<file path="src/design/mipsPkg.sv">
package mipsPkg;

	// register-format view of an instruction
	typedef struct packed
	{
		logic [5:0] opcode;
		logic [4:0] rs;
		logic [4:0] rt;
		logic [4:0] rd;
		logic [4:0] shamt;
		logic [5:0] funct;
	} rTypeT;

	// immediate-format view, same 32 bits
	typedef struct packed
	{
		logic [5:0] opcode;
		logic [4:0] rs;
		logic [4:0] rt;
		logic [15:0] imm;
	} iTypeT;

	// one word, decoded either way depending on opcode
	typedef union packed
	{
		rTypeT rType;
		iTypeT iType;
	} instrWord;

	// alu operation codes
	typedef enum logic [3:0]
	{
		aluNop = 4'h0,
		aluLui = 4'h1,
		aluAddu = 4'h2,
		aluOr = 4'h3,
		aluAdd = 4'h4,
		aluAnd = 4'h5,
		aluSubu = 4'h6,
		aluSub = 4'h7,
		aluSll = 4'h8,
		aluSrl = 4'h9,
		aluSlt = 4'ha,
		aluSltu = 4'hb,
		aluNor = 4'hc,
		aluPass = 4'hd
	} aluOpT;

	// how the 16-bit immediate becomes 32 bits
	typedef enum logic [1:0]
	{
		extSign = 2'd0,
		extZero = 2'd1,
		extNone = 2'd2
	} extModeT;

	// decoded control for one instruction
	typedef struct packed
	{
		aluOpT aluOp;
		extModeT extMode;
		logic useImm;
		// write to rt rather than rd
		logic destRt;
		logic regWrite;
		logic isShift;
	} ctrlT;

	// instruction sitting in the alu output register
	typedef struct packed
	{
		logic valid;
		logic [4:0] dest;
		logic write;
	} pendT;

	// opcodes
	localparam logic [5:0] opRType = 6'h00;
	localparam logic [5:0] opAddi = 6'h08;
	localparam logic [5:0] opAddiu = 6'h09;
	localparam logic [5:0] opSlti = 6'h0a;
	localparam logic [5:0] opSltiu = 6'h0b;
	localparam logic [5:0] opAndi = 6'h0c;
	localparam logic [5:0] opOri = 6'h0d;
	localparam logic [5:0] opLui = 6'h0f;

	// function codes for opRType
	localparam logic [5:0] fnSll = 6'h00;
	localparam logic [5:0] fnSrl = 6'h02;
	localparam logic [5:0] fnJr = 6'h08;
	localparam logic [5:0] fnAdd = 6'h20;
	localparam logic [5:0] fnAddu = 6'h21;
	localparam logic [5:0] fnSub = 6'h22;
	localparam logic [5:0] fnSubu = 6'h23;
	localparam logic [5:0] fnAnd = 6'h24;
	localparam logic [5:0] fnOr = 6'h25;
	localparam logic [5:0] fnNor = 6'h27;
	localparam logic [5:0] fnSlt = 6'h2a;
	localparam logic [5:0] fnSltu = 6'h2b;

endpackage

</file>
<file path="src/design/alu.sv">
module alu import mipsPkg::*;
(
	input logic clk,
	input logic rstN,
	input logic instrValid,
	input ctrlT ctrl,
	input logic [31:0] opA,
	input logic [31:0] opB,
	input logic [4:0] shamt,
	input logic [4:0] dest,
	output logic [31:0] result,
	output logic zero,
	output logic overflow,
	output pendT pend
);

	logic [31:0] sum;
	logic [31:0] diff;
	logic addOvf;
	logic subOvf;
	logic [31:0] nextResult;
	logic nextZero;
	logic nextOverflow;
	logic nextWrite;

	// shared adder and subtractor
	assign sum = opA + opB;
	assign diff = opA - opB;

	// same-sign operands, sum sign flipped
	assign addOvf = (opA[31] == opB[31]) && (sum[31] != opA[31]);
	// differing signs, difference sign not matching a
	assign subOvf = (opA[31] != opB[31]) && (diff[31] != opA[31]);

	// flags come from the value being registered
	always_comb
	begin
		nextResult = '0;
		nextZero = 1'b0;
		nextOverflow = 1'b0;

		case (ctrl.aluOp)
			aluLui: nextResult = opB << 16;
			aluOr: nextResult = opA | opB;
			aluAnd: nextResult = opA & opB;
			aluNor: nextResult = ~(opA | opB);
			aluAddu: nextResult = sum;
			aluAdd:
			begin
				nextResult = sum;
				nextOverflow = addOvf;
			end
			aluSubu:
			begin
				nextResult = diff;
				nextZero = (diff == 32'h0);
			end
			aluSub:
			begin
				nextResult = diff;
				nextOverflow = subOvf;
				// zero is only reported on a valid difference
				nextZero = (diff == 32'h0) && !subOvf;
			end
			aluSll: nextResult = opB << shamt;
			aluSrl: nextResult = opB >> shamt;
			aluSlt: nextResult = {31'h0, $signed(opA) < $signed(opB)};
			aluSltu: nextResult = {31'h0, opA < opB};
			// jr, hand rs straight through
			aluPass: nextResult = opA;
			// nop and unknown codes give zero
			default: nextResult = '0;
		endcase
	end

	// overflow kills the write, as does a zero destination
	assign nextWrite = ctrl.regWrite && !nextOverflow && dest != 5'd0;

	always_ff @(posedge clk)
	begin
		if (!rstN)
		begin
			result <= '0;
			zero <= 1'b0;
			overflow <= 1'b0;
			pend <= '0;
		end
		else if (instrValid)
		begin
			result <= nextResult;
			zero <= nextZero;
			overflow <= nextOverflow;
			pend.valid <= 1'b1;
			pend.dest <= dest;
			pend.write <= nextWrite;
		end
		else
		begin
			// outputs hold, only the strobe and write drop
			pend.valid <= 1'b0;
			pend.write <= 1'b0;
		end
	end

endmodule

</file>
<file path="src/design/aluControl.sv">
module aluControl import mipsPkg::*;
(
	input instrWord instr,
	output ctrlT ctrl
);

	always_comb
	begin
		// anything not listed below stays a nop with no writeback
		ctrl.aluOp = aluNop;
		ctrl.extMode = extNone;
		ctrl.useImm = 1'b0;
		ctrl.destRt = 1'b0;
		ctrl.regWrite = 1'b0;
		ctrl.isShift = 1'b0;

		case (instr.rType.opcode)
			opRType:
			begin
				// register ops write rd
				ctrl.regWrite = 1'b1;
				case (instr.rType.funct)
					fnAdd: ctrl.aluOp = aluAdd;
					fnAddu: ctrl.aluOp = aluAddu;
					fnSub: ctrl.aluOp = aluSub;
					fnSubu: ctrl.aluOp = aluSubu;
					fnAnd: ctrl.aluOp = aluAnd;
					fnOr: ctrl.aluOp = aluOr;
					fnNor: ctrl.aluOp = aluNor;
					fnSlt: ctrl.aluOp = aluSlt;
					fnSltu: ctrl.aluOp = aluSltu;
					fnSll:
					begin
						ctrl.aluOp = aluSll;
						ctrl.isShift = 1'b1;
					end
					fnSrl:
					begin
						ctrl.aluOp = aluSrl;
						ctrl.isShift = 1'b1;
					end
					// jr only passes rs, nothing written
					fnJr:
					begin
						ctrl.aluOp = aluPass;
						ctrl.regWrite = 1'b0;
					end
					default: ctrl.regWrite = 1'b0;
				endcase
			end
			default:
			begin
				// immediate ops write rt
				ctrl.useImm = 1'b1;
				ctrl.destRt = 1'b1;
				ctrl.regWrite = 1'b1;
				ctrl.extMode = extSign;
				case (instr.iType.opcode)
					opAddi: ctrl.aluOp = aluAdd;
					opAddiu: ctrl.aluOp = aluAddu;
					opSlti: ctrl.aluOp = aluSlt;
					// sign-extended, compared unsigned
					opSltiu: ctrl.aluOp = aluSltu;
					opAndi:
					begin
						ctrl.aluOp = aluAnd;
						ctrl.extMode = extZero;
					end
					opOri:
					begin
						ctrl.aluOp = aluOr;
						ctrl.extMode = extZero;
					end
					opLui:
					begin
						ctrl.aluOp = aluLui;
						ctrl.extMode = extZero;
					end
					default:
					begin
						// undefined opcode
						ctrl.useImm = 1'b0;
						ctrl.destRt = 1'b0;
						ctrl.regWrite = 1'b0;
						ctrl.extMode = extNone;
					end
				endcase
			end
		endcase
	end

endmodule

</file>
<file path="src/design/executeCore.sv">
module executeCore import mipsPkg::*;
(
	input logic clk,
	input logic rstN,
	input instrWord instr,
	input logic instrValid,
	output logic [31:0] result,
	output logic zero,
	output logic overflow,
	output logic resultValid
);

	ctrlT ctrl;
	pendT pend;
	logic [4:0] readAddrA;
	logic [4:0] readAddrB;
	logic [31:0] readDataA;
	logic [31:0] readDataB;
	logic [31:0] opA;
	logic [31:0] opB;
	logic [4:0] shamt;
	logic [4:0] dest;

	// decode
	aluControl i_aluControl
	(
		.instr(instr),
		.ctrl(ctrl)
	);

	// writeback port is fed straight from the alu output stage
	registerFile i_registerFile
	(
		.clk(clk),
		.rstN(rstN),
		.readAddrA(readAddrA),
		.readAddrB(readAddrB),
		.readDataA(readDataA),
		.readDataB(readDataB),
		.writeEn(pend.valid & pend.write),
		.writeAddr(pend.dest),
		.writeData(result)
	);

	// operand build and forwarding
	operandSelect i_operandSelect
	(
		.instr(instr),
		.ctrl(ctrl),
		.pend(pend),
		.pendResult(result),
		.readAddrA(readAddrA),
		.readAddrB(readAddrB),
		.readDataA(readDataA),
		.readDataB(readDataB),
		.opA(opA),
		.opB(opB),
		.shamt(shamt),
		.dest(dest)
	);

	// registered execute
	alu i_alu
	(
		.clk(clk),
		.rstN(rstN),
		.instrValid(instrValid),
		.ctrl(ctrl),
		.opA(opA),
		.opB(opB),
		.shamt(shamt),
		.dest(dest),
		.result(result),
		.zero(zero),
		.overflow(overflow),
		.pend(pend)
	);

	// result strobe is the pending-valid bit
	assign resultValid = pend.valid;

endmodule

</file>
<file path="src/design/operandSelect.sv">
module operandSelect import mipsPkg::*;
(
	input instrWord instr,
	input ctrlT ctrl,
	input pendT pend,
	input logic [31:0] pendResult,
	output logic [4:0] readAddrA,
	output logic [4:0] readAddrB,
	input logic [31:0] readDataA,
	input logic [31:0] readDataB,
	output logic [31:0] opA,
	output logic [31:0] opB,
	output logic [4:0] shamt,
	output logic [4:0] dest
);

	logic fwdOk;
	logic fwdA;
	logic fwdB;
	logic [31:0] rsVal;
	logic [31:0] rtVal;
	logic [31:0] immExt;

	// rs and rt sit at the same place in both formats
	assign readAddrA = instr.rType.rs;
	assign readAddrB = instr.rType.rt;

	// pending result will be written next edge, so bypass it
	assign fwdOk = pend.valid && pend.write && pend.dest != 5'd0;
	assign fwdA = fwdOk && pend.dest == readAddrA;
	assign fwdB = fwdOk && pend.dest == readAddrB;

	assign rsVal = fwdA ? pendResult : readDataA;
	assign rtVal = fwdB ? pendResult : readDataB;

	// immediate extension
	always_comb
	begin
		case (ctrl.extMode)
			extSign: immExt = {{16{instr.iType.imm[15]}}, instr.iType.imm};
			extZero: immExt = {16'h0000, instr.iType.imm};
			default: immExt = '0;
		endcase
	end

	// shifts only use rt, rs field is don't-care
	assign opA = ctrl.isShift ? 32'h0 : rsVal;
	// rt stays in opB for shifts and all register ops
	assign opB = ctrl.useImm ? immExt : rtVal;

	// shift amount only meaningful for sll and srl
	assign shamt = ctrl.isShift ? instr.rType.shamt : 5'd0;

	// immediate ops target rt, register ops target rd
	assign dest = ctrl.destRt ? instr.iType.rt : instr.rType.rd;

endmodule

</file>
<file path="src/design/registerFile.sv">
module registerFile
(
	input logic clk,
	input logic rstN,
	input logic [4:0] readAddrA,
	input logic [4:0] readAddrB,
	output logic [31:0] readDataA,
	output logic [31:0] readDataB,
	input logic writeEn,
	input logic [4:0] writeAddr,
	input logic [31:0] writeData
);

	// 32 general registers
	logic [31:0] regs [32];

	// single write port
	always_ff @(posedge clk)
	begin
		if (!rstN)
		begin
			// architectural state starts at zero
			for (int i = 0; i < 32; i++)
			begin
				regs[i] <= '0;
			end
		end
		else if (writeEn && writeAddr != 5'd0)
		begin
			// register zero never takes a write
			regs[writeAddr] <= writeData;
		end
	end

	// combinational reads
	// no write-through here, forwarding sits in operandSelect
	always_comb
	begin
		if (readAddrA == 5'd0)
		begin
			readDataA = '0;
		end
		else
		begin
			readDataA = regs[readAddrA];
		end

		if (readAddrB == 5'd0)
		begin
			readDataB = '0;
		end
		else
		begin
			readDataB = regs[readAddrB];
		end
	end

endmodule

</file>
<file path="config.mk">
export PLATFORM = sky130hd
export DESIGN_NAME = executeCore
export DESIGN_NICKNAME = d
export VERILOG_FILES = /design/src/design/mipsPkg.sv /design/src/design/alu.sv /design/src/design/aluControl.sv /design/src/design/executeCore.sv /design/src/design/operandSelect.sv /design/src/design/registerFile.sv
export SDC_FILE = /design/constraint.sdc
export NUM_CORES = 2
export LEC_CHECK = 0
export ABC_AREA = 1
export BUFFER_PORTS_ARGS = -buffer_cell sky130_fd_sc_hd__buf_4
export CAP_MARGIN = 10
export CORE_MARGIN = 1.5
export CORE_UTILIZATION = 35
export CTS_CLUSTER_DIAMETER = 120
export CTS_CLUSTER_SIZE = 14
export DETAILED_ROUTE_END_ITERATION = 8
export PLACE_DENSITY = 0.47
export SYNTH_ARGS = -nofsm -noshare
export SYNTH_HDL_FRONTEND = slang
export SYNTH_HIERARCHICAL = 1
export SYNTH_SLANG_ARGS = --single-unit
</file>
<file path="constraint.sdc">
create_clock -name clk -period 5.76 [get_ports clk]
set_input_delay 1.728 -clock clk [delete_from_list [all_inputs] [get_ports clk]]
set_output_delay 1.728 -clock clk [all_outputs]
set_load 0.02 [all_outputs]
</file>
After elaboration in Yosys (flattened, before gate mapping)
Memory sizes are Yosys's and may differ from the RTL's.
Cells that the tools add are included.
{ "totals": {"register_bits": 41, "ram_bits": 1024, "elab_cells": 114, "n_memories": 1} }
{ "mem_list": {"columns": ["memory", "depth", "width", "read_ports", "rd_clocked_by_memory_dff", "wr", "line", "source"], "rows": [
  ["i_registerFile.regs", 32, 32, 2, 0, 32, "registerFile.sv:15", "logic [31:0] regs [32];"]
]} }
{ "op_classes": {"n_addsub": 2, "order_cmp": 2, "eq_ne": 38, "shift": 2, "mux": 30, "n_bitwise": 4, "n_reduce_logical": 29} }
{ "op_table": {"columns": ["op", "count"], "rows": [
  ["case mux 32 bit (11 select lines)", 1],
  ["two-way mux 32 bit", 7],
  ["less-than comparator 32 bit", 2],
  ["case mux 32 bit (2 select lines)", 1],
  ["== test 6 bit, second input constant", 9],
  ["== test 6 x 4 -> 1 bit, second input constant", 8],
  ["case mux 4 bit (12 select lines)", 1],
  ["adder 32 bit", 1],
  ["bitwise AND 32 bit", 1],
  ["zero test 32 bit", 1],
  ["inverter 32 bit", 1],
  ["bitwise OR 32 bit", 1],
  ["OR reduction 32 bit", 1],
  ["left shift 32 x 5 -> 32 bit", 1],
  [">> shifter 32 x 5 -> 32 bit", 1],
  ["subtractor 32 bit", 1],
  ["case mux 4 bit (7 select lines)", 1],
  ["== test 4 bit, second input constant", 6],
  ["== test 4 x 3 -> 1 bit, second input constant", 4],
  ["two-way mux 5 bit", 3],
  ["zero test 6 bit", 2],
  ["OR reduction 11 bit", 1],
  ["== test 5 bit", 2],
  ["logical AND 1 bit", 10],
  ["other kinds (21)", 40]
]} }

Depth between registers and ports, before layout
{ "depth": {"word_depth": 14, "depth_mapped": 37, "depth_no_buf": 32} }

Hierarchy
Netlist, hierarchy kept.
{ "by_module_without_submodules": {"columns": ["mod", "n_inst", "cells_each", "area_per_inst_um2", "seq_area_each_um2"], "rows": [
  ["registerFile", 1, 7255, 56605.5, 30749.5],
  ["alu", 1, 2140, 11501.0, 820.8],
  ["operandSelect", 1, 429, 2013.2, 0.0],
  ["aluControl", 1, 79, 381.6, 0.0],
  ["executeCore", 1, 2, 7.5, 0.0]
]} }

Worst setup path after synthesis
OpenSTA, ideal clock, no wires.
{ "synth_timing": {"path_type": "input to register", "start": "input port instr[16] (netlist bit)", "end": "register i_alu.result[30]", "setup_ns": 0.134, "arrival_time_ns": 4.892, "path_slack_ns": 0.734, "cell_stages": 33, "path_buffers": 4, "cell_sequence": "buf_4 -> buf_2 -> buf_2 -> clkbuf_1 -> nand2_1 -> nand3_1 -> nand3_1 -> nand2_1 -> nand2_1 -> nand3_1 -> nand2_1 -> nor2_1 -> inv_1 -> nand2_1 -> nand3_1 -> nand2_1 -> ha_1 -> inv_1 -> fa_1 -> inv_1 -> nand3_1 -> nand3_1 -> nand2_1 -> nand2_1 -> nand2_1 -> a21oi_2 -> nand3_1 -> nand2_1 -> nand2_1 -> nand3_1 -> nand3_1 -> nand2_1 -> a21oi_1"} }
{ "synth_between": {"word_cells_on_any_way": 15, "cone_classes": "2 x add/sub; 1 x eq/ne; 2 x shift; 4 x mux; 3 x bitwise; 2 x reduce/logical; 1 x memory"} }
{ "synth_lines": {"columns": ["item", "line", "source"], "rows": [
  ["start, declared", "executeCore.sv:5", "input instrWord instr,"],
  ["memory read (32 x 32 bit) or zero test 5 bit (tied branches)", null, null],
  ["two-way mux 32 bit *", "registerFile.sv:48", "if (readAddrB == 5'd0)"],
  ["via readDataB[0]", "executeCore.sv:18", "logic [31:0] readDataB;"],
  ["two-way mux 32 bit *", "operandSelect.sv:34", "assign rtVal = fwdB ? pendResult : readDataB;"],
  ["two-way mux 32 bit *", "operandSelect.sv:49", "assign opB = ctrl.useImm ? immExt : rtVal;"],
  ["via opB[0]", "executeCore.sv:20", "logic [31:0] opB;"],
  ["subtractor 32 bit, or another cell as far along", "alu.sv:28", "assign diff = opA - opB;"],
  ["case mux 32 bit (11 select lines) *", "alu.sv:42", "case (ctrl.aluOp)"],
  ["end signal, assigned", "alu.sv:90", "result <= nextResult;"],
  ["end, declared", "alu.sv:11", "output logic [31:0] result,"]
]} }
The timed path passes the listed nets; every way through them passes the cells marked *.
A chain may end at the register's enable or synchronous reset.

Worst setup path after layout
{ "layout_timing": {"start": "input port instr[22] (netlist bit)", "end": "register i_alu.result[31]"} }
{ "layout_between": {"word_cells_on_any_way": 13, "cone_classes": "2 x add/sub; 1 x eq/ne; 4 x mux; 3 x bitwise; 2 x reduce/logical; 1 x memory"} }
{ "layout_lines": {"columns": ["item", "line", "source"], "rows": [
  ["memory read (32 x 32 bit) or zero test 5 bit (tied branches)", null, null],
  ["two-way mux 32 bit *", "registerFile.sv:39", "if (readAddrA == 5'd0)"],
  ["via readDataA[26]", "executeCore.sv:17", "logic [31:0] readDataA;"],
  ["two-way mux 32 bit *", "operandSelect.sv:33", "assign rsVal = fwdA ? pendResult : readDataA;"],
  ["two-way mux 32 bit *", "operandSelect.sv:47", "assign opA = ctrl.isShift ? 32'h0 : rsVal;"],
  ["via opA[26]", "executeCore.sv:19", "logic [31:0] opA;"],
  ["subtractor 32 bit or adder 32 bit (tied branches)", "alu.sv:28, alu.sv:27", null],
  ["case mux 32 bit (11 select lines) *", "alu.sv:42", null]
]} }
Marked as above.

==> summary.txt <==
Run status
  – Run status: finished, final reports clean

Synth
  – Seq/Total Area, Yosys: 0.448
  – Warnings from Yosys: 6
  – Fraction of registers with async set/reset: 0
  – Synth Cell Area: 70500 um2
  – Seq cells post-synth: approximately 1100
  – Mapped Cells: a little under 10000
  – Post-synth EDFFs: around 1000
  – Syn Area/Cell: 7.12 um2
  – Top_reg_cell synth: edfxtp_1
  – Synth cell types: 60

CTS
  – H-tree lvl count: 3
  – Post-CTS Setup Repair Bufs: 0
  – CTS Root Cell: clkbuf_16
  – CTS tree: built
  – TritonCTS Sinks: approximately 1100
  – Latest clock arrival within the worst-skew pair: a little under 0.8 ns
  – CTS max path bufs: 3
  – Clock edge transition at the registers on the reported setup and hold paths: around 0.080 ns
  – CTS Buf Count: just under 90

Power and ir drop
  – Switching power total: between 0.007 and 0.008 W
  – Clock power share: 0.280
  – Pleak: around 36 nW
  – Comb pwr share: 0.300
  – Power Dens Cells: 248 nW/um2
  – Seq pwr share: 0.420
  – Internal power: about 0.014 W
  – Maximum vdd ir drop: ~0.27 mV
  – Switching portion of total power: 0.346

Worst setup path
  – Startpoint types: input port
  – R2r setup slk: ~1.3 ns
  – Crit Reg-Reg Startpoint: i_registerFile/regs[2][21]
  – Crit path to: i_alu/result[31]
  – CP required: between 6 and 7 ns
  – CP Data Arrival Time: between 6 and 7 ns
  – R2R depth: 28
  – Crit end category: flop
  – Critical Path Source: instr[22]
  – Critical Path Fanout Max: 18
  – WP depth: 29
  – Critical path's largest stage delay: a little over 0.3 ns
  – CP delay by family, top: simple AND/OR/NAND/NOR gates
  – Slowest cell on crit path: nor2_1
  – R2r endpoint: i_alu/result[31]
  – Kind of critical path: in2reg
  – CP bufs+invs: 7
  – Critical Path Most Common Cell: nand2_1

Min path
  – Worst hold path startpoint: i_alu/result[11]
  – Hold Path Depth: 2
  – Hold WC Path Type: reg2reg

Timing
  – Max-slew violations: 0
  – Hold WS: 0.514 ns
  – Final Hold Viols: 0
  – Final setup fails: 0
  – Fin crit share: 0.987
  – Worst Skew: approximately 0.043 ns
  – Slew HR: 0.222
  – Final min period: around 5.7 ns
  – Measured slew at the worst slew-check pin: approximately 1.2 ns
  – F_max: between 0.15 and 0.2 GHz
  – Setup TNS after final layout: 0 ns

GRT
  – Gr usage total: 0.348
  – Largest net degree at the start of global routing: 75
  – Initial antenna violation count: 12
  – Grt total ovfl: 0
  – Vias in the first global route: roughly 70000
  – First-pass GRT wire length: 513000 um

Die
  – Core outline area: 200000 um2
  – IO Count: 70
  – Initial core utilization: 0.353
  – DIE WIDTH: roughly 450 um
  – Die area: around 200000 um2
  – Die Ht: roughly 450 um
  – Std cell rows: roughly 160

Placement
  – RD Place Congestion: 1.04
  – Placed Area: ~82000 um2
  – Detailed placement HPWL: between 200000 and 300000 um
  – Port bufs: slightly below 70

Routing
  – DRC viols: 0
  – Vias/cell: between 5 and 6
  – Vias: 74800
  – Routed Antenna Nets: 0
  – Pre-antenna DRT Iters: 9
  – Initial DRC count: 9891
  – WL/cell: between 20 and 30 um
  – DRT Wirelength: 365000 um

Cells and area
  – Post-layout nets: 10700
  – Post-route cell area: 85400 um2
  – Share of cells above drive strength 1: 0.160
  – Area Growth Syn to Fin: 21.1%

Flow run
  – Max_cap viols: 0
==> tightest hold or removal path, stage by stage, from the launching register on <==
cell and delay [ns]:
dfxtp_1 0.34, nand2_1 0.07, a21oi_1 0.06
==> placed cells by master (no fill, tap or decap), types with 32 or more instances in the layout <==
master,n
o21ai_0,519
o21ai_1,134
a21oi_1,266
nor2_2,53
nand2_2,84
inv_1,477
clkbuf_16,96
edfxtp_1,1024
o211ai_1,65
ha_1,87
buf_4,1160
nand2_1,2800
nor2_1,1999
dfxtp_1,41
buf_12,151
nand3_1,1265
conb_1,32
==> synthesized netlist by cell type (all sizes together) (7+ instances only) <==
cell / instances / area, um2
a21boi: 10 / 75.1
a21oi: 281 / 1440
a221oi: 9 / 78.8
buf: 454 / 2490
clkbuf: 324 / 1220
dfxtp: 41 / 821
edfxtp: 1024 / 30700
ha: 96 / 1200
inv: 511 / 1920
mux2i: 10 / 104
nand2: 2886 / 10900
nand3: 1274 / 6420
nand4: 24 / 150
nor2: 2067 / 7890
nor3: 37 / 215
nor4: 7 / 43.8
o2111ai: 9 / 78.8
o211ai: 68 / 526
o21a: 16 / 120
o21ai: 667 / 3390
o21bai: 8 / 63.8
o22ai: 13 / 81.3
or2: 20 / 128
xor2: 10 / 87.6
==> final cells by class <==
class,instances,area (um2)
Fill cell,20500,114000
Timing Repair Buffer,1334,12200
Sequential cell,1065,31600
Tap cell,2656,3320
Clock buffer,105,2310
Inverter,516,2010
Clock inverter,10,124
Multi-Input combinational cell,7577,33800
Antenna cell,5,12.5
==> power by group through the flow <==
| stage | combinational (W) | sequential, W | clock (W) |
|---|---|---|---|
| floorplan | 0.00280 | 0.00903 | 0 |
| global placement | 0.00609 | 0.00907 | 0 |
| detailed placement | 0.00607 | 0.00908 | 0 |
| CTS | 0.00611 | 0.00890 | 0.00606 |
| global route | 0.00672 | 0.00894 | 0.00627 |
| finish | 0.00635 | 0.00891 | 0.00595 |
==> repair_timing <==
action                                  CTS  global route
pin swaps                                 0             2
resized for setup                         2            96
gates cloned                              0             6
endpoints found under the setup margin    3            30
hold buffers                              0             0
==> per-stage QoR <==
step	worst slack (ns)	power (W)	utilization	std cells
5_1_grt	-0.00622	0.0219	0.427	13300
3_5_place_dp	-0.838	0.0151	0.412	13100
4_1_cts	0.0264	0.0211	0.425	13300
2_1_floorplan	0.734	0.0118	-	9936
6_report	0.0773	0.0212	0.427	13300
3_3_place_gp	-0.901	0.0152	0.412	13100
==> how the worst min path moves through the flow <==
stage	slack, ns	to
final	0.51	i_alu/result[11]
after global routing	0.55	i_alu/result[11]
after global placement	0.48	i_alu/result[10]
after CTS	0.51	i_alu/result[11]
after detailed placement	0.50	i_alu/result[10]
after floorplan	0.56	i_alu/zero
==> layer usage <==
metal,global-route usage,up-vias,wire [um]
met1,0.470,36200,150000
met3,0.0772,682,38600
met4,0.199,4,24400
met2,0.511,4310,152000
li1,-,33600,-
met5,0,-,28
==> sequential cells by signal (all words and copies together) (netlist names) <==
signal and count:
i_registerFile/regs 1024, i_alu/result 32, i_alu/pend 7, i_alu/overflow 1, i_alu/zero 1
==> logic make-up (layout without fill, tap and decap cells) <==
family / after synthesis / count (layout) / share of synthesized area
other cells: 1 / 37 / 0.0000532
compound gates: 1099 / 1099 / 0.0850
xor+xnor: 14 / 14 / 0.00174
simple gates: 6321 / 6321 / 0.366
flops: 1065 / 1065 / 0.448
buf+inv: 1294 / 1965 / 0.0801
mux: 13 / 13 / 0.00195
fa+ha+maj: 98 / 98 / 0.0176
(Power assumes the default switching activity.)
